`src/include/core_macros.svh`:
```
`ifndef CORE_MACROS_SVH
`define CORE_MACROS_SVH

// widths
`define CORE_DATA_W 8
`define CORE_ADDR_W 16
`define CORE_STEP_W 3

// first fetch after reset
`define CORE_RESET_PC 16'hC000

// cc field, opcode group
`define CORE_GRP_CC0 2'b00
`define CORE_GRP_CC1 2'b01
`define CORE_GRP_CC2 2'b10
`define CORE_GRP_CC3 2'b11

// aaa field, operation within a group
`define CORE_GRP_ORA 3'b000
`define CORE_GRP_AND 3'b001
`define CORE_GRP_EOR 3'b010
`define CORE_GRP_ADC 3'b011
`define CORE_GRP_STA 3'b100
`define CORE_GRP_LDA 3'b101
`define CORE_GRP_CMP 3'b110
`define CORE_GRP_SBC 3'b111

// bbb field, addressing modes in use
`define CORE_MODE_ZP     3'b001
`define CORE_MODE_IMM    3'b010
`define CORE_MODE_IMM_XY 3'b000

// single opcodes, matched on the flat byte
`define CORE_OP_JMP 8'h4C
`define CORE_OP_TAX 8'hAA
`define CORE_OP_INX 8'hE8
`define CORE_OP_INY 8'hC8
`define CORE_OP_DEX 8'hCA
`define CORE_OP_CLC 8'h18
`define CORE_OP_SEC 8'h38
`define CORE_OP_BEQ 8'hF0
`define CORE_OP_BNE 8'hD0
`define CORE_OP_BCC 8'h90
`define CORE_OP_BCS 8'hB0

`endif

```
`src/source/core_pkg.sv`:
```
`include "core_macros.svh"

package core_pkg;

    // sequencer phase
    typedef enum logic [1:0] {
        PHASE_FETCH   = 2'b00,
        PHASE_DECODE  = 2'b01,
        PHASE_NEITHER = 2'b10
    } core_phase_t;

    typedef enum logic [2:0] {
        ALU_HOLD,
        ALU_PASS,
        ALU_ADD,
        ALU_AND,
        ALU_OR,
        ALU_XOR,
        ALU_INC,
        ALU_DEC
    } core_alu_op_t;

    // register written back from the alu result
    typedef enum logic [1:0] {
        DST_A,
        DST_X,
        DST_Y,
        DST_NONE
    } core_dst_t;

    // 6502 field view of an opcode, aaa bbb cc
    typedef struct packed {
        logic [2:0] aaa;
        logic [2:0] bbb;
        logic [1:0] cc;
    } core_opcode_fields_t;

    typedef union packed {
        logic [`CORE_DATA_W-1:0] flat;
        core_opcode_fields_t     f;
    } core_opcode_u;

endpackage : core_pkg

```
`src/source/core_sequencer.sv`:
```
`timescale 1ns/1ps
`include "core_macros.svh"

module core_sequencer import core_pkg::*; (
    input  logic                    clock,
    input  logic                    i_rst_n,
    input  logic                    i_clock_en,
    input  logic [`CORE_DATA_W-1:0] i_r_data,
    input  logic                    i_z_flag,
    input  logic                    i_c_flag,
    output core_phase_t             o_phase,
    output core_opcode_u            o_opcode,
    output logic [`CORE_STEP_W-1:0] o_step,
    output logic [`CORE_ADDR_W-1:0] o_pc,
    output logic                    o_operand_valid,
    output logic                    o_store_addr,
    output logic                    o_store_en
);

    logic [`CORE_DATA_W-1:0] operand_q;
    core_phase_t             next_phase;
    logic                    is_imm, is_store, is_jmp, is_branch;
    logic                    taken, done;

    ////////////////////
    // per-group decode

    always_comb begin
        is_imm = (o_opcode.f.cc == `CORE_GRP_CC1 && o_opcode.f.bbb == `CORE_MODE_IMM &&
                  o_opcode.f.aaa != `CORE_GRP_STA) ||
                 ((o_opcode.f.cc == `CORE_GRP_CC0 || o_opcode.f.cc == `CORE_GRP_CC2) &&
                  o_opcode.f.bbb == `CORE_MODE_IMM_XY && o_opcode.f.aaa == `CORE_GRP_LDA);
        is_store = o_opcode.f.bbb == `CORE_MODE_ZP && o_opcode.f.aaa == `CORE_GRP_STA &&
                   o_opcode.f.cc != `CORE_GRP_CC3;
        is_jmp = o_opcode.flat == `CORE_OP_JMP;
    end

    // branch condition on the flat byte
    always_comb begin
        is_branch = 1'b1;
        taken = 1'b0;
        case (o_opcode.flat)
            `CORE_OP_BEQ: taken = i_z_flag;
            `CORE_OP_BNE: taken = ~i_z_flag;
            `CORE_OP_BCS: taken = i_c_flag;
            `CORE_OP_BCC: taken = ~i_c_flag;
            default:      is_branch = 1'b0;
        endcase
    end

    // taken branch spends one extra step
    assign done = is_store || is_jmp || (is_branch && (o_step != '0 || !taken));

    assign o_operand_valid = o_phase == PHASE_DECODE && is_imm;
    assign o_store_addr = o_phase == PHASE_DECODE && is_store;
    assign o_store_en = o_phase == PHASE_NEITHER && is_store;

    ////////////////////
    // phase machine

    always_comb begin
        next_phase = PHASE_FETCH;
        case (o_phase)
            PHASE_FETCH:  next_phase = PHASE_DECODE;
            PHASE_DECODE: begin
                if (is_store || is_jmp || is_branch) begin
                    next_phase = PHASE_NEITHER;
                end
            end
            PHASE_NEITHER: next_phase = done ? PHASE_FETCH : PHASE_NEITHER;
            default:       next_phase = PHASE_FETCH;
        endcase
    end

    always_ff @(posedge clock) begin
        if (!i_rst_n) begin
            o_phase <= PHASE_FETCH;
            o_step <= '0;
            o_pc <= `CORE_RESET_PC;
        end else if (i_clock_en) begin
            o_phase <= next_phase;
            o_step <= (o_phase == PHASE_NEITHER) ? o_step + 1'b1 : '0;
            case (o_phase)
                PHASE_FETCH: o_pc <= o_pc + 1'b1;
                PHASE_DECODE: begin
                    // unknown opcodes leave the pc alone
                    if (is_imm || is_store || is_jmp || is_branch) begin
                        o_pc <= o_pc + 1'b1;
                    end
                end
                PHASE_NEITHER: begin
                    if (is_jmp) begin
                        o_pc <= {i_r_data, operand_q};
                    end else if (is_branch && taken && o_step == '0) begin
                        o_pc <= o_pc + {{8{operand_q[7]}}, operand_q};
                    end
                end
                default: o_pc <= o_pc;
            endcase
        end
    end

    // opcode at fetch, first operand byte at decode
    always_ff @(posedge clock) begin
        if (i_clock_en) begin
            if (o_phase == PHASE_FETCH) begin
                o_opcode <= i_r_data;
            end
            if (o_phase == PHASE_DECODE) begin
                operand_q <= i_r_data;
            end
        end
    end

    // neither phase lasts two steps at most
    a_step_bound: assert property (@(posedge clock) disable iff (!i_rst_n)
        o_phase == PHASE_NEITHER |-> o_step <= 1);

endmodule : core_sequencer

```
`src/source/core_execute.sv`:
```
`timescale 1ns/1ps
`include "core_macros.svh"

module core_execute import core_pkg::*; (
    input  logic                    clock,
    input  logic                    i_rst_n,
    input  logic                    i_clock_en,
    input  logic [`CORE_DATA_W-1:0] i_r_data,
    input  core_phase_t             i_phase,
    input  core_opcode_u            i_opcode,
    input  logic                    i_operand_valid,
    output logic                    o_z_flag,
    output logic                    o_c_flag,
    output logic                    o_n_flag,
    output logic                    o_v_flag,
    output logic [`CORE_DATA_W-1:0] o_store_data
);

    logic [`CORE_DATA_W-1:0] a, x, y;
    core_alu_op_t            alu_op;
    core_dst_t               dst, dst_q;
    logic [`CORE_DATA_W-1:0] src1, src2, src2_eff, alu_res, alu_out;
    logic                    src2_inv, c_in, c_res, v_res;
    logic                    upd_v, upd_c;
    logic                    upd_v_q, upd_c_q;
    logic                    alu_c_out, alu_v_out, alu_z_out, alu_n_out;
    logic                    wb_pending, a_we, x_we, y_we;

    ////////////////////
    // decode

    always_comb begin
        alu_op = ALU_HOLD;
        dst = DST_NONE;
        src1 = a;
        src2 = i_r_data;
        src2_inv = 1'b0;
        c_in = 1'b0;
        upd_v = 1'b0;
        upd_c = 1'b0;
        if (i_operand_valid) begin
            case (i_opcode.f.cc)
                `CORE_GRP_CC1: begin
                    dst = DST_A;
                    case (i_opcode.f.aaa)
                        `CORE_GRP_ORA: alu_op = ALU_OR;
                        `CORE_GRP_AND: alu_op = ALU_AND;
                        `CORE_GRP_EOR: alu_op = ALU_XOR;
                        `CORE_GRP_LDA: alu_op = ALU_PASS;
                        `CORE_GRP_CMP: begin
                            // subtract with borrow clear and drop the result
                            alu_op = ALU_ADD;
                            dst = DST_NONE;
                            src2_inv = 1'b1;
                            c_in = 1'b1;
                            upd_c = 1'b1;
                        end
                        default: begin
                            // ADC and SBC as ADC of the inverted operand
                            alu_op = ALU_ADD;
                            src2_inv = i_opcode.f.aaa == `CORE_GRP_SBC;
                            c_in = o_c_flag;
                            upd_v = 1'b1;
                            upd_c = 1'b1;
                        end
                    endcase
                end
                `CORE_GRP_CC2: begin
                    alu_op = ALU_PASS;
                    dst = DST_X;
                end
                default: begin
                    alu_op = ALU_PASS;
                    dst = DST_Y;
                end
            endcase
        end else if (i_phase == PHASE_DECODE) begin
            case (i_opcode.flat)
                `CORE_OP_INX: begin
                    alu_op = ALU_INC;
                    src1 = x;
                    dst = DST_X;
                end
                `CORE_OP_DEX: begin
                    alu_op = ALU_DEC;
                    src1 = x;
                    dst = DST_X;
                end
                `CORE_OP_INY: begin
                    alu_op = ALU_INC;
                    src1 = y;
                    dst = DST_Y;
                end
                `CORE_OP_TAX: begin
                    alu_op = ALU_PASS;
                    src2 = a;
                    dst = DST_X;
                end
                default: alu_op = ALU_HOLD;
            endcase
        end
    end

    ////////////////////
    // alu

    assign src2_eff = src2_inv ? ~src2 : src2;

    always_comb begin
        c_res = 1'b0;
        v_res = 1'b0;
        case (alu_op)
            ALU_ADD: begin
                {c_res, alu_res} = src1 + src2_eff + c_in;
                v_res = (src1[7] == src2_eff[7]) && (alu_res[7] != src1[7]);
            end
            ALU_AND: alu_res = src1 & src2;
            ALU_OR:  alu_res = src1 | src2;
            ALU_XOR: alu_res = src1 ^ src2;
            ALU_INC: alu_res = src1 + 1'b1;
            ALU_DEC: alu_res = src1 - 1'b1;
            default: alu_res = src2;
        endcase
    end

    // result and its flags load only when the alu is busy
    always_ff @(posedge clock) begin
        if (i_clock_en && alu_op != ALU_HOLD) begin
            alu_out <= alu_res;
            alu_c_out <= c_res;
            alu_v_out <= v_res;
            alu_z_out <= alu_res == '0;
            alu_n_out <= alu_res[7];
            dst_q <= dst;
            upd_v_q <= upd_v;
            upd_c_q <= upd_c;
        end
    end

    ////////////////////
    // write back one cycle after the alu

    assign a_we = wb_pending && dst_q == DST_A;
    assign x_we = wb_pending && dst_q == DST_X;
    assign y_we = wb_pending && dst_q == DST_Y;

    always_ff @(posedge clock) begin
        if (!i_rst_n) begin
            wb_pending <= 1'b0;
            a <= '0;
            x <= '0;
            y <= '0;
            {o_n_flag, o_v_flag, o_z_flag, o_c_flag} <= 4'b0;
        end else if (i_clock_en) begin
            wb_pending <= alu_op != ALU_HOLD;
            if (a_we) a <= alu_out;
            if (x_we) x <= alu_out;
            if (y_we) y <= alu_out;
            if (wb_pending) begin
                o_n_flag <= alu_n_out;
                o_z_flag <= alu_z_out;
            end
            if (wb_pending && upd_v_q) o_v_flag <= alu_v_out;
            if (wb_pending && upd_c_q) begin
                o_c_flag <= alu_c_out;
            end else if (i_phase == PHASE_DECODE && i_opcode.flat == `CORE_OP_CLC) begin
                o_c_flag <= 1'b0;
            end else if (i_phase == PHASE_DECODE && i_opcode.flat == `CORE_OP_SEC) begin
                o_c_flag <= 1'b1;
            end
        end
    end

    // store source follows the cc field of STA, STX and STY
    always_comb begin
        case (i_opcode.f.cc)
            `CORE_GRP_CC1: o_store_data = a;
            `CORE_GRP_CC2: o_store_data = x;
            default:       o_store_data = y;
        endcase
    end

    // alu works only on decode cycles and writes back in the next fetch
    a_alu_decode: assert property (@(posedge clock) disable iff (!i_rst_n)
        i_clock_en && alu_op != ALU_HOLD |-> i_phase == PHASE_DECODE);

endmodule : core_execute

```
`src/source/core_bus.sv`:
```
`timescale 1ns/1ps
`include "core_macros.svh"

module core_bus import core_pkg::*; (
    input  logic                    clock,
    input  logic                    i_rst_n,
    input  logic                    i_clock_en,
    input  logic [`CORE_DATA_W-1:0] i_r_data,
    input  core_phase_t             i_phase,
    input  logic [`CORE_ADDR_W-1:0] i_pc,
    input  logic                    i_store_addr,
    input  logic                    i_store_en,
    input  logic [`CORE_DATA_W-1:0] i_store_data,
    output logic [`CORE_ADDR_W-1:0] o_addr,
    output logic                    o_mem_r_en,
    output logic                    o_mem_w_en,
    output logic [`CORE_DATA_W-1:0] o_w_data
);

    logic [`CORE_ADDR_W-1:0] addr_q, next_addr;
    logic [`CORE_DATA_W-1:0] r_data_buffer, w_data_q;
    logic                    store_cycle;

    assign store_cycle = i_store_en && i_phase == PHASE_NEITHER;

    // zero page store with the high byte zero
    assign next_addr = store_cycle ? {8'h00, r_data_buffer} : i_pc;

    assign o_mem_r_en = ~store_cycle;
    assign o_mem_w_en = i_clock_en && store_cycle;

    // address and write data pass straight through on an enabled cycle
    assign o_addr = i_clock_en ? next_addr : addr_q;
    assign o_w_data = (i_clock_en && store_cycle) ? i_store_data : w_data_q;

    always_ff @(posedge clock) begin
        if (!i_rst_n) begin
            addr_q <= `CORE_RESET_PC;
        end else if (i_clock_en) begin
            addr_q <= next_addr;
        end
    end

    always_ff @(posedge clock) begin
        if (i_clock_en && i_store_addr && o_mem_r_en) begin
            r_data_buffer <= i_r_data;
        end
        if (i_clock_en && store_cycle) begin
            w_data_q <= i_store_data;
        end
    end

    // store cycle follows its address byte or a stall
    a_w_after_addr: assert property (@(posedge clock) disable iff (!i_rst_n)
        o_mem_w_en |-> $past(i_store_addr || !i_clock_en));

endmodule : core_bus

```
`src/source/core.sv`:
```
`timescale 1ns/1ps
`include "core_macros.svh"

module core import core_pkg::*; (
    input  logic                    clock,
    input  logic                    i_rst_n,
    input  logic                    i_clock_en,
    input  logic [`CORE_DATA_W-1:0] i_r_data,
    output logic [`CORE_ADDR_W-1:0] o_addr,
    output logic                    o_mem_r_en,
    output logic                    o_mem_w_en,
    output logic [`CORE_DATA_W-1:0] o_w_data
);

    core_phase_t             phase;
    core_opcode_u            opcode;
    logic [`CORE_ADDR_W-1:0] pc;
    logic [`CORE_DATA_W-1:0] store_data;
    logic                    operand_valid, store_addr, store_en;
    logic                    z_flag, c_flag;

    core_sequencer u_sequencer (
        .clock(clock), .i_rst_n(i_rst_n), .i_clock_en(i_clock_en),
        .i_r_data(i_r_data), .i_z_flag(z_flag), .i_c_flag(c_flag),
        .o_phase(phase), .o_opcode(opcode), .o_step(), .o_pc(pc),
        .o_operand_valid(operand_valid), .o_store_addr(store_addr),
        .o_store_en(store_en));

    core_execute u_execute (
        .clock(clock), .i_rst_n(i_rst_n), .i_clock_en(i_clock_en),
        .i_r_data(i_r_data), .i_phase(phase), .i_opcode(opcode),
        .i_operand_valid(operand_valid), .o_z_flag(z_flag), .o_c_flag(c_flag),
        .o_n_flag(), .o_v_flag(), .o_store_data(store_data));

    core_bus u_bus (
        .clock(clock), .i_rst_n(i_rst_n), .i_clock_en(i_clock_en),
        .i_r_data(i_r_data), .i_phase(phase), .i_pc(pc),
        .i_store_addr(store_addr), .i_store_en(store_en), .i_store_data(store_data),
        .o_addr(o_addr), .o_mem_r_en(o_mem_r_en), .o_mem_w_en(o_mem_w_en),
        .o_w_data(o_w_data));

endmodule : core

```
`config.mk`:
```
export PLATFORM = sky130hd
export DESIGN_NAME = core
export DESIGN_NICKNAME = d
export VERILOG_FILES = /design/src/source/core_pkg.sv /design/src/source/core_sequencer.sv /design/src/source/core_execute.sv /design/src/source/core_bus.sv /design/src/source/core.sv
export VERILOG_INCLUDE_DIRS = /design/src /design/src/include
export SDC_FILE = /design/constraint.sdc
export NUM_CORES = 1
export LEC_CHECK = 0
export BUFFER_PORTS_ARGS = -buffer_cell sky130_fd_sc_hd__buf_4
export CORE_UTILIZATION = 25
export DETAILED_ROUTE_END_ITERATION = 8
export SLEW_MARGIN = 10
export SYNTH_ARGS = -nofsm -noshare
export SYNTH_HDL_FRONTEND = slang
export SYNTH_SLANG_ARGS = --single-unit
```
`constraint.sdc`:
```
create_clock -name clock -period 5.9 [get_ports clock]
set_input_delay 0 -clock clock [delete_from_list [all_inputs] [get_ports clock]]
set_output_delay 0 -clock clock [all_outputs]
set_load 0.01 [all_outputs]
```
Word level (Yosys, flattened, before mapping)
Cells that the tools add are included.
{"block": "classes", "n_eq_ne": 35, "bitwise_logic": 7, "addsub": 7, "magnitude_cmp": 0, "multipliers": 0, "n_reduce_logical": 58, "div": 0, "shifts": 0, "muxes": 42}
{"cell": "two-way mux 16 bit", "n": 5}
{"cell": "== test 8 bit (second input constant)", "n": 8}
{"cell": "two-way mux 8 bit", "n": 7}
{"cell": "case mux 16 bit (3 select lines)", "n": 1}
{"cell": "case mux 8 bit (6 select lines)", "n": 1}
{"cell": "case mux 8 bit (2 select lines)", "n": 2}
{"cell": "== test 3 bit (second input constant)", "n": 8}
{"cell": "logical AND 1 bit", "n": 23}
{"cell": "adder 16 x 1 -> 16 bit (second input constant)", "n": 1}
{"cell": "adder 16 bit", "n": 1}
{"cell": "AND reduction 2 bit", "n": 8}
{"cell": "== test 3 x 2 -> 1 bit (second input constant)", "n": 4}
{"cell": "two-way mux 3 bit", "n": 4}
{"cell": "case mux 3 bit (4 select lines)", "n": 1}
{"cell": "nonzero test 3 bit", "n": 4}
{"cell": "two-way mux 2 bit", "n": 5}
{"cell": "adder 8 x 8 -> 9 bit", "n": 1}
{"cell": "adder 9 x 1 -> 9 bit", "n": 1}
{"cell": "zero test 3 bit", "n": 3}
{"cell": "logical OR 1 bit", "n": 9}
{"cell": "two-way mux 1 bit", "n": 9}
{"cell": "case mux 3 bit (3 select lines)", "n": 1}
{"cell": "adder 8 x 1 -> 8 bit (second input constant)", "n": 1}
{"cell": "bitwise AND 8 bit", "n": 1}
{"cell": "25 further kinds", "n": 40}
{"block": "totals", "regBits": 109, "in_bits": 11, "out_inout_bits": 26, "n_memories": 0, "elab_cells": 168, "latchBits": 0, "mem_bits_rw": 0, "rom_bits": 0}

Depth between registers and ports, before layout
Gate-level depths: netlist (run 1).
{"block": "logic_depth", "depth_word": 13, "mapped_depth": 20, "ltp_nobuf": 20}

Modules after synthesis
Synthesis (run 1) repeated with hierarchy kept, for this count alone.
{"block": "hier_totals", "cells_unflattened": 927, "hier_area_um2": 7803.7}
{"module": "core_execute", "seq_area_each_um2": 1031.0, "area_each_um2": 3662.3, "n_inst": 1, "cells_each": 451}
{"module": "core_sequencer", "seq_area_each_um2": 900.9, "area_each_um2": 2826.5, "n_inst": 1, "cells_each": 342}
{"module": "core_bus", "seq_area_each_um2": 720.7, "area_each_um2": 1315.0, "n_inst": 1, "cells_each": 134}

Least setup slack after synthesis (run 1)
No wires, ideal clock.
{"block": "synth_path", "path_type": "register to register", "start": "reg u_sequencer.o_opcode[5] (netlist name)", "end": "reg u_execute.alu_z_out, data pin", "setup_time_ns": 0.170, "arrival_ns": 4.472, "setup_slack_ns": 1.258, "path_buffers": 2, "stages_incl_launch_ff": 21, "period_less_slack_ns": 4.642, "t_required_ns": 5.730, "cell_sequence": "edfxtp_1 > buf_6 > or2_1 > clkbuf_2 > o2111a_2 > nor3_2 > mux2_2 > inv_1 > xnor2_1 > fa_1 > inv_1 > fa_1 > nand2b_1 > a21oi_1 > o21ai_0 > nand2b_1 > xor2_1 > a221oi_1 > a21oi_1 > or4b_1 > nor4_2"}
{"block": "synth_via", "elab_chain_len": 11, "elab_cells_between_ends": 52, "classes_between": "4 x add/sub; 16 x eq/ne; 19 x mux; 4 x bitwise; 9 x reduce/logical"}
{"element": "start: declaration", "line": "core_sequencer.sv:12", "rtl": "output core_opcode_u o_opcode,"}
{"element": "start signal: assignment", "line": "core_sequencer.sv:107", "rtl": "o_opcode <= i_r_data;"}
{"element": "parallel branches: the longest is 9 deep, another holds adder 8 x 8 -> 9 bit"}
{"element": "case mux 8 bit (6 select lines) (*)", "line": "core_execute.sv:112", "rtl": "case (alu_op)"}
{"element": "net u_execute.alu_res[6]", "line": "core_execute.sv:22", "rtl": "logic [`CORE_DATA_W-1:0] src1, src2, src2_eff, alu_res, alu_out;"}
{"element": "zero test 8 bit (*)", "line": "core_execute.sv:132", "rtl": "alu_z_out <= alu_res == '0;"}
{"element": "end signal: assignment", "line": "core_execute.sv:132"}
{"element": "end: declaration", "line": "core_execute.sv:26", "rtl": "logic alu_c_out, alu_v_out, alu_z_out, alu_n_out;"}
Mark *: on every way through the listed nets, which the timed path passes.
A chain may end at the register's enable or synchronous reset.

Final worst setup path (run 1)
{"block": "layout_path", "start": "reg u_sequencer.o_opcode[6] (netlist name)", "end": "reg u_execute.alu_z_out, data pin"}
Same word-level chain as after synthesis.

==> results of run 1 <==
## power groups by stage
stage	Combinational (µW)	Clock [µW]	Sequential, µW
floorplan	115	0	814
global placement	167	0	820
detailed placement	167	0	821
CTS	172	630	804
global route	191	656	806
finish	173	616	804
## metrics by stage
stage / hold WS [ps] / util [%]
4_1_cts: 106 / 29.1
5_1_grt: 158 / 29.1
3_5_place_dp: 280 / 27.8
3_3_place_gp: 279 / 27.8
2_1_floorplan: 98.9 / -
6_report: 124 / 29.1
## what timing repair did
action | CTS | global route
hold buffers | 8 | 0
endpoints found under the setup margin | 0 | 0
endpoints found under the hold margin | 24 | 0
## state kept, by name, summed over array words and instances, names as in the netlist, 2 cells and up
name	flops
u_bus.w_data_q	8
u_sequencer.o_step	3
u_sequencer.o_pc	16
u_execute.x	8
u_bus.addr_q	16
u_bus.r_data_buffer	8
u_sequencer.o_opcode	8
u_execute.y	8
u_execute.alu_out	8
u_sequencer.operand_q	8
u_sequencer.o_phase	2
u_execute.dst_q	2
u_execute.a	8
## synth_stat cells (11+ instances only)
cell / n / area share [%]
a21boi_0: 32 / 3.3
a21oi_1: 39 / 2.6
a22o_1: 15 / 1.8
a22oi_1: 11 / 1.1
a31oi_1: 19 / 1.6
and2_1: 26 / 2.2
clkbuf_1: 36 / 1.8
dfxtp_1: 72 / 20
edfxtp_1: 37 / 15
ha_1: 51 / 8.7
inv_1: 43 / 2.2
nand2_1: 124 / 6.3
nand3_1: 24 / 1.6
nor2_1: 64 / 3.3
nor2b_1: 18 / 1.5
nor3_1: 23 / 1.6
o21ai_0: 75 / 5.1
xnor2_1: 23 / 2.7
## worst max-delay path, stage by stage (launching register included)
cell      delay, ps
edfxtp_1        580
nor2b_1         490
o2111a_1        430
nor2_1          190
nor3_2          620
o21a_1          230
fa_1            180
inv_1            50
fa_1            370
nand2b_1        200
a21oi_1         190
o21ai_0         100
nand2b_1        110
xor2_1           80
a221oi_1        250
a21oi_1         140
or4b_1          550
nor4_2          140
## area by class of cell
type | count | area [µm²] | area share (%)
clock buffer | 12 | 246 | 2.94
clock inverter | 4 | 46.3 | 0.552
inverter | 43 | 161 | 1.92
multi-input combinational | 694 | 4470 | 53.3
sequential | 109 | 2550 | 30.4
tap | 384 | 480 | 5.73
timing repair buffer | 55 | 433 | 5.16
## cell families after synthesis
group	after synthesis	synth area share (%)
AO/OA/AOI/OAI	257	22.9
XOR/XNOR	31	3.68
adder cells (fa/ha/maj)	55	9.74
buffers and inverters	88	4.74
flip-flops	109	34.6
multiplexers	15	2.12
AND/OR/NAND/NOR	336	22.2
## worst paths after layout
kind,slack [ps],cells after the start,from,endpoint
min reg2reg,470,2,u_bus.w_data_q[3],u_bus.w_data_q[3]
min,120,2,i_rst_n,u_sequencer.o_pc[14]
max,820,17,u_sequencer.o_opcode[6],u_execute.alu_z_out
max reg2reg,820,17,u_sequencer.o_opcode[6],u_execute.alu_z_out
## layer usage
| metal | global-route usage, % | wire length, µm | vias to the layer above | part of all wire, % |
|---|---|---|---|---|
| met5 | 0 | 0 | - | 0 |
| met4 | 3.91 | 372 | 0 | 1.7 |
| met3 | 1.89 | 1390 | 31 | 6.4 |
| met2 | 22.6 | 9600 | 232 | 44 |
| met1 | 20.7 | 10300 | 3179 | 47 |
| li1 | - | - | 3240 | - |
==> impl_metrics.py, run 1 <==
metrics = {
    "sta": {
        "worst_slew_pin_slew_ps": 1130,
        "skew_ps": 10.3,
        "max-slew-margin-rel_pct": 24.4,
        "finalCriticalPeriod_ps": 5080,
        "setup_tns_ps": 0,
        "finalCritPeriodShare_pct": 86.1,
        "fin_ws_ps": 819,
        "setup_violations": 0,
        "hold_viol_final": 0,
        "timing.fmax_ghz": 0.197,
        "rsz0062_at_grt": "false",
        "drv_slew": 0,
    },
    "synth": {
        "synth_area_um2": 7370,
        "ys_seq_elements": 109,
        "avgSynthCellArea_um2": 8.27,
        "syn-num-nets": 957,
        "ys.flop_type": "dfxtp_1",
        "synth_edf_count": 37,
        "ys_types": 70,
        "async_flop_share_pct": 0,
        "ys_seq_area_share_pct": 34.6,
        "synth_warnings": 0,
        "synthCells": 891,
    },
    "cts": {
        "clock-sinks": 109,
        "h-tree-depth": 3,
        "ctsResizeCount": 0,
        "cts_buffers": 9,
        "cts_tree": "yes",
        "cts_setup_buffers": 0,
        "insertion_delay_ps": 350,
        "clk_pin_slew_worst_paths_ps": 70,
        "clock_path_buffers": 2,
        "clockRootBuffer": "clkbuf_16",
    },
    "power_and_ir_drop": {
        "p_sw_share_pct": 25.0,
        "combPwrFrac_pct": 10.9,
        "powerDensity_nw_per_um2": 190,
        "clockPowerShare_pct": 38.7,
        "peakVddDrop_mv": 0.156,
        "p_int_uw": 1200,
        "seqPwrFrac_pct": 50.5,
        "p_sw_uw": 398,
        "p_leak_uw": 0.00304,
        "finalPower_uw": 1590,
    },
    "layout": {
        "final_common_cell": "nand2_1",
        "drive_gt1_share_pct": 8.29,
        "diodes": 0,
        "fillers": 3070,
        "layout_common_cells": "nand2_1, o21ai_0, dfxtp_1",
        "nets": 978,
        "post-route-cell-area_um2": 8390,
        "area_delta_synth_final_pct": 13.9,
        "stdcell_count": 1301,
    },
    "die": {
        "io_pins": 37,
        "die_y_um": 174,
        "die-area_um2": 30200,
        "rows": 62,
        "die_x_um": 174,
        "design.core.area_um2": 28900,
        "start_util_pct": 25.5,
    },
    "detailed_routing": {
        "drtIter0Drc": 618,
        "vias": 6682,
        "final_antenna_net_count": 0,
        "via_per_inst": 5.14,
        "drtPass1Iterations": 7,
        "wl_per_cell_um": 16.6,
        "drc_errors": 0,
        "routed_wl_um": 21600,
    },
    "placed_design": {
        "pre_cts_ws_ps": 930,
        "dp_hpwl_um": 15700,
        "place_area_um2": 8020,
        "placed_cells": 1277,
        "io_buffers": 36,
        "gp_congestion": 0.886,
    },
    "job": {
        "maxCapViolCount": 0,
    },
    "outcome": {
        "outcome": "finished clean",
    },
    "critical_path": {
        "worstSetupPathType": "reg -> reg",
        "end_kind": "flop",
        "worstPathMaxFanout": 13,
        "cp.required_ps": 6080,
        "crit_arrival_ps": 5260,
        "start_kind": "flop",
    },
    "grt": {
        "grt_first_pass_wirelength_um": 34700,
        "antenna_found_initial": 0,
        "grt_pass1_vias": 6272,
        "overflow": 0,
        "track_usage_pct": 14.4,
        "grt_max_degree": 66,
    },
    "worst_hold_path": {
        "hold_class": "in -> reg",
    },
}
No activity file was read; power rests on OpenSTA's default activity.
==> run 2, diff against run 1 <==
Settings changed: CORE_UTILIZATION 25 to 60, CTS_BUF_LIST from default to sky130_fd_sc_hd__clkbuf_16, PLACE_DENSITY from default to 0.78.
==> run 2 against run 1 <==
First-iteration DRC count grew 50%. Sequential power is essentially flat. Core utilization grew 38 points. Final area shrank 3.7%. Count of clock-buffer cells in the layout shrank 2. Largest power group unchanged. Critical path type unchanged.
==> impl_metrics.py, run 2 (synthesis gave the netlist of run 1 again) <==
metrics = {
    "outcome": {
        "outcome": "finished clean",
    },
    "cts": {
        "cts_buffers": 9,
        "clk_pin_slew_worst_paths_ps": 70,
        "clockRootBuffer": "clkbuf_16",
        "cts_setup_buffers": 0,
        "insertion_delay_ps": 360,
        "clock-sinks": 109,
        "cts_tree": "yes",
        "h-tree-depth": 3,
        "clock_path_buffers": 2,
        "ctsResizeCount": 0,
    },
    "sta": {
        "hold_viol_final": 0,
        "skew_ps": 15.2,
        "setup_tns_ps": 0,
        "setup_violations": 0,
        "finalCriticalPeriod_ps": 5170,
        "max-slew-margin-rel_pct": 17.9,
        "fin_ws_ps": 735,
        "worst_slew_pin_slew_ps": 1220,
        "timing.fmax_ghz": 0.194,
        "finalCritPeriodShare_pct": 87.5,
        "rsz0062_at_grt": "false",
        "drv_slew": 0,
    },
    "critical_path": {
        "crit_start": "u_sequencer.o_opcode[5]",
        "reg2reg_depth": 19,
        "max_stage_delay_ps": 780,
        "cp-endpoint": "u_execute.alu_z_out",
        "critPathSlowestCell": "edfxtp_1",
        "worstReg2RegStart": "u_sequencer.o_opcode[5]",
        "end_kind": "flop",
        "worstPathMaxFanout": 19,
        "start_kind": "flop",
        "crit_arrival_ps": 5340,
        "worstPathCellList": "nor2b_1 > o2111a_1 > nor3_2 > buf_4 > mux2_2 > inv_1 > xnor2_1 > fa_1 > inv_1 > fa_1 > nand2b_1 > a21oi_1 > o21ai_0 > nand2b_1 > xor2_1 > a221oi_1 > a21oi_1 > or4b_1 > nor4_2",
        "r2r_end": "u_execute.alu_z_out",
        "worstSetupPathType": "reg -> reg",
        "r2r_setup_slack_ps": 730,
        "cp.required_ps": 6070,
    },
    "grt": {
        "antenna_found_initial": 0,
        "grt_first_pass_wirelength_um": 34700,
        "overflow": 0,
        "use_met2_pct": 60.1,
        "grt_pass1_vias": 6541,
        "track_usage_pct": 35.3,
        "grt_busiest_layer": "met2",
        "grt_max_degree": 66,
        "use_met1_pct": 42.9,
        "use_met3_pct": 4.98,
    },
    "layout": {
        "seq_area_um2": 2550,
        "final_common_cell": "nand2_1",
        "layout_common_cells": "nand2_1, o21ai_0, dfxtp_1",
        "final_util_pct": 67.3,
        "nets": 976,
        "stdcell_count": 1062,
        "reg_top3": "u_bus.addr_q (16), u_sequencer.o_pc (16)",
        "diodes": 0,
        "drive_gt1_share_pct": 8.09,
        "area_delta_synth_final_pct": 9.62,
        "fillers": 1011,
        "multi_input_area_um2": 4480,
    },
    "placed_design": {
        "gp_congestion": 0.991,
        "pre_cts_ws_ps": 796,
        "io_buffers": 36,
        "placed_cells": 1038,
        "dp_hpwl_um": 15900,
    },
    "detailed_routing": {
        "vias": 6861,
        "via_per_inst": 6.46,
        "drc_errors": 0,
        "final_antenna_net_count": 0,
        "routed_wl_um": 21800,
        "drtIter0Drc": 927,
        "wl_per_cell_um": 20.5,
        "drtPass1Iterations": 6,
    },
    "die": {
        "design.core.area_um2": 12000,
        "die_y_um": 113,
        "start_util_pct": 61.4,
        "io_pins": 37,
        "rows": 40,
        "die-area_um2": 12700,
        "die_x_um": 113,
    },
    "power_and_ir_drop": {
        "p_leak_uw": 0.00304,
        "powerDensity_nw_per_um2": 194,
        "peakVddDrop_mv": 0.148,
    },
    "job": {
        "maxCapViolCount": 0,
    },
    "worst_hold_path": {
        "hold_class": "in -> reg",
    },
}
-- run 2: cell type report --
cell class / count / area share (%)
Clock buffer: 10 / 3.10
Clock inverter: 6 / 0.465
Inverter: 43 / 2.00
Multi-Input combinational cell: 694 / 55.4
Sequential cell: 109 / 31.6
Tap cell: 147 / 2.28
Timing Repair Buffer: 53 / 5.17
-- run 2: worst min-delay path by stage --
| stage | from | end | slack [ps] | cells after the start |
|---|---|---|---|---|
| after global placement | i_r_data[7] | u_sequencer.o_opcode[7] | 260 | 1 |
| after detailed placement | i_r_data[7] | u_sequencer.o_opcode[7] | 260 | 1 |
| final | i_rst_n | u_sequencer.o_pc[14] | 110 | 2 |
| after global routing | i_rst_n | u_bus.addr_q[15] | 130 | 2 |
| after floorplan | i_r_data[0] | u_bus.r_data_buffer[0] | 100 | 0 |
| after CTS | i_rst_n | u_sequencer.o_pc[14] | 100 | 2 |
-- run 2: timing repair --
| item | CTS | global route |
|---|---|---|
| hold endpoints to repair | 24 | 0 |
| endpoints found under the setup margin | 0 | 0 |
| hold buffers | 8 | 0 |
-- run 2: power by group --
group / internal (µW) / leakage (µW) / total, µW / switching [µW]
Clock: 312 / 0.000153 / 587 / 275
Combinational: 65.1 / 0.00196 / 172 / 107
Sequential: 789 / 0.000922 / 807 / 17.9
-- run 2: routing by layer --
layer  part of all wire, %  vias up
met5                     0        -
met4                   5.5        0
met3                   5.6       71
met2                    48      301
met1                    41     3253
li1                      -     3236
-- run 2: worst max-delay path, delay by kind of cell, from the launching register on --
family / cells / cell delay, ps
muxes: 1 / 320
AOI/OAI and AO/OA: 5 / 1100
buffers and inverters: 3 / 340
and+or+nand+nor: 6 / 1600
DFF: 1 / 780
adders and majority gates: 2 / 600
xor gates and xnor gates: 2 / 250
-- run 2: stage by stage --
step	hold WS, ps	area [µm²]	total power, µW
floorplan	98.9	7370	930
CTS	96.1	8080	1570
finish	109	8080	1570
detailed placement	256	7710	986
global placement	260	7710	983
global route	133	8080	1620
==> run 3, diff against run 2 <==
Clock period 5.9 ns to 5.6 ns, I/O delays scaled along.
==> run 3 against run 2 <==
Clock power rose by 12%. Critical path type unchanged. Flip-flop and latch count did not move. Register-to-register slack got worse by 330 ps. Clock skew fell by 4.8 ps.
==> impl_metrics.py, run 3 (synthesis gave the netlist of run 1 again) <==
metrics = {
    "sta": {
        "finalCriticalPeriod_ps": 5200,
        "max-slew-margin-rel_pct": 21.7,
        "finalCritPeriodShare_pct": 92.8,
        "rsz0062_at_grt": "false",
        "worst_slew_pin_slew_ps": 1170,
        "skew_ps": 10.4,
        "hold_viol_final": 0,
        "setup_tns_ps": 0,
        "timing.fmax_ghz": 0.192,
        "setup_violations": 0,
        "drv_slew": 0,
    },
    "cts": {
        "insertion_delay_ps": 360,
        "cts-hold-fix-buffers": 8,
        "ctsResizeCount": 0,
        "clockRootBuffer": "clkbuf_16",
        "clock_path_buffers": 2,
        "clock-sinks": 109,
        "h-tree-depth": 3,
        "cts_tree": "yes",
        "cts_buffers": 9,
        "cts_setup_buffers": 0,
        "clk_pin_slew_worst_paths_ps": 80,
    },
    "die": {
        "io_pins": 37,
        "rows": 40,
        "die_y_um": 113,
        "die-area_um2": 12700,
        "die_x_um": 113,
        "design.core.area_um2": 12000,
        "start_util_pct": 61.4,
    },
    "grt": {
        "grt_pass1_vias": 6468,
        "track_usage_pct": 34.9,
        "overflow": 0,
        "grt_first_pass_wirelength_um": 34300,
        "antenna_found_initial": 0,
        "grt_max_degree": 66,
    },
    "critical_path": {
        "worstPathCellList": "nor2b_1 > o2111a_1 > nor2_1 > nor3_2 > o21a_1 > fa_1 > inv_1 > fa_1 > nand2b_1 > a21oi_1 > o21ai_0 > nand2b_1 > xor2_1 > a221oi_1 > a21oi_1 > or4b_1 > nor4_2",
        "start_kind": "flop",
        "reg2reg_depth": 17,
        "r2r_setup_slack_ps": 400,
        "r2r_end": "u_execute.alu_z_out",
        "cp.required_ps": 5780,
        "worstPathMaxFanout": 13,
        "worstReg2RegStart": "u_sequencer.o_opcode[6]",
        "crit_arrival_ps": 5380,
        "max_stage_delay_ps": 660,
        "critPathSlowestCell": "nor3_2",
        "end_kind": "flop",
        "worstSetupPathType": "reg -> reg",
    },
    "layout": {
        "layout_common_cells": "nand2_1, o21ai_0, dfxtp_1",
        "drive_gt1_share_pct": 8.71,
        "final_util_pct": 67.6,
        "diodes": 0,
        "area_delta_synth_final_pct": 10.2,
        "post-route-cell-area_um2": 8130,
        "final_common_cell": "nand2_1",
        "stdcell_count": 1066,
        "nets": 980,
        "reg_top3": "u_bus.addr_q (16), u_sequencer.o_pc (16)",
    },
    "detailed_routing": {
        "final_antenna_net_count": 0,
        "via_per_inst": 6.41,
        "drtPass1Iterations": 5,
        "drtIter0Drc": 766,
        "routed_wl_um": 21800,
        "wl_per_cell_um": 20.4,
        "drc_errors": 0,
        "vias": 6828,
    },
    "power_and_ir_drop": {
        "p_leak_uw": 0.00306,
        "peakVddDrop_mv": 0.171,
        "powerDensity_nw_per_um2": 208,
    },
    "placed_design": {
        "io_buffers": 36,
        "gp_congestion": 0.925,
        "place_area_um2": 7740,
        "dp_hpwl_um": 16100,
        "placed_cells": 1042,
    },
    "outcome": {
        "outcome": "finished clean",
    },
    "worst_hold_path": {
        "hold_end": "u_sequencer.o_pc[14]",
        "hold_path_startpoint": "i_rst_n",
        "hold_class": "in -> reg",
        "worstHoldPathCells": 2,
    },
    "job": {
        "maxCapViolCount": 0,
    },
}
[run 3: changes by cell type in the layout (fill, tap and decap cells not counted)]
| cell | previous run | this run |
|---|---|---|
| inv_2 | 1 | 0 |
| inv_1 | 45 | 43 |
| inv_8 | 1 | 0 |
| inv_12 | 0 | 1 |
| inv_6 | 0 | 3 |
| buf_4 | 45 | 49 |
| nor2b_2 | 0 | 1 |
| nor2b_4 | 1 | 0 |
[run 3: worst max-delay path by stage]
stage,slack (ps),from,to
floorplan,960,u_sequencer.o_opcode[5],u_execute.alu_z_out
global placement,690,u_sequencer.o_opcode[6],u_execute.alu_z_out
detailed placement,490,u_sequencer.o_opcode[6],u_execute.alu_z_out
CTS,440,u_sequencer.o_opcode[6],u_execute.alu_z_out
global route,30,u_sequencer.o_opcode[6],u_execute.alu_z_out
finish,400,u_sequencer.o_opcode[6],u_execute.alu_z_out
[run 3: layout make-up]
cell class	count	area [µm²]
flip-flops and latches	109	2550
multi-input cells	694	4470
inverters	43	161
fillers	1026	3890
clock buffers	10	250
well taps	147	184
clock inverters	6	57.6
repair buffers	57	448
[run 3: metrics by stage]
| step | hold slack, ps | power (µW) | setup WS (ps) |
|---|---|---|---|
| 2_1_floorplan | 98.9 | 979 | 958 |
| 3_5_place_dp | 268 | 1040 | 485 |
| 5_1_grt | 118 | 1750 | 28.0 |
| 3_3_place_gp | 266 | 1040 | 692 |
| 4_1_cts | 76.0 | 1700 | 436 |
| 6_report | 82.0 | 1690 | 403 |
[run 3: report_power, final]
| part | switching (µW) | internal, µW | leakage, µW |
|---|---|---|---|
| Sequential | 17.4 | 831 | 0.000922 |
| Combinational | 115 | 70.5 | 0.00198 |
| Clock | 318 | 341 | 0.000153 |
[run 3: routing by layer]
metal / GRT usage (%) / vias to the layer above / wire [µm]
met2: 60.0 / 262 / 10600
li1: - / 3245 / -
met5: 0 / - / 0
met3: 5.36 / 62 / 1130
met4: 17.3 / 0 / 1010
met1: 42.7 / 3259 / 9020
[run 3: worst max-delay path: cells and delay by family (launching register included)]
| family | cells | cell delay [ps] |
|---|---|---|
| buffers and inverters | 1 | 60 |
| DFF | 1 | 580 |
| xor gates and xnor gates | 1 | 80 |
| adders and majority gates | 2 | 570 |
| AOI/OAI and AO/OA | 6 | 1340 |
| and+or+nand+nor | 7 | 2390 |
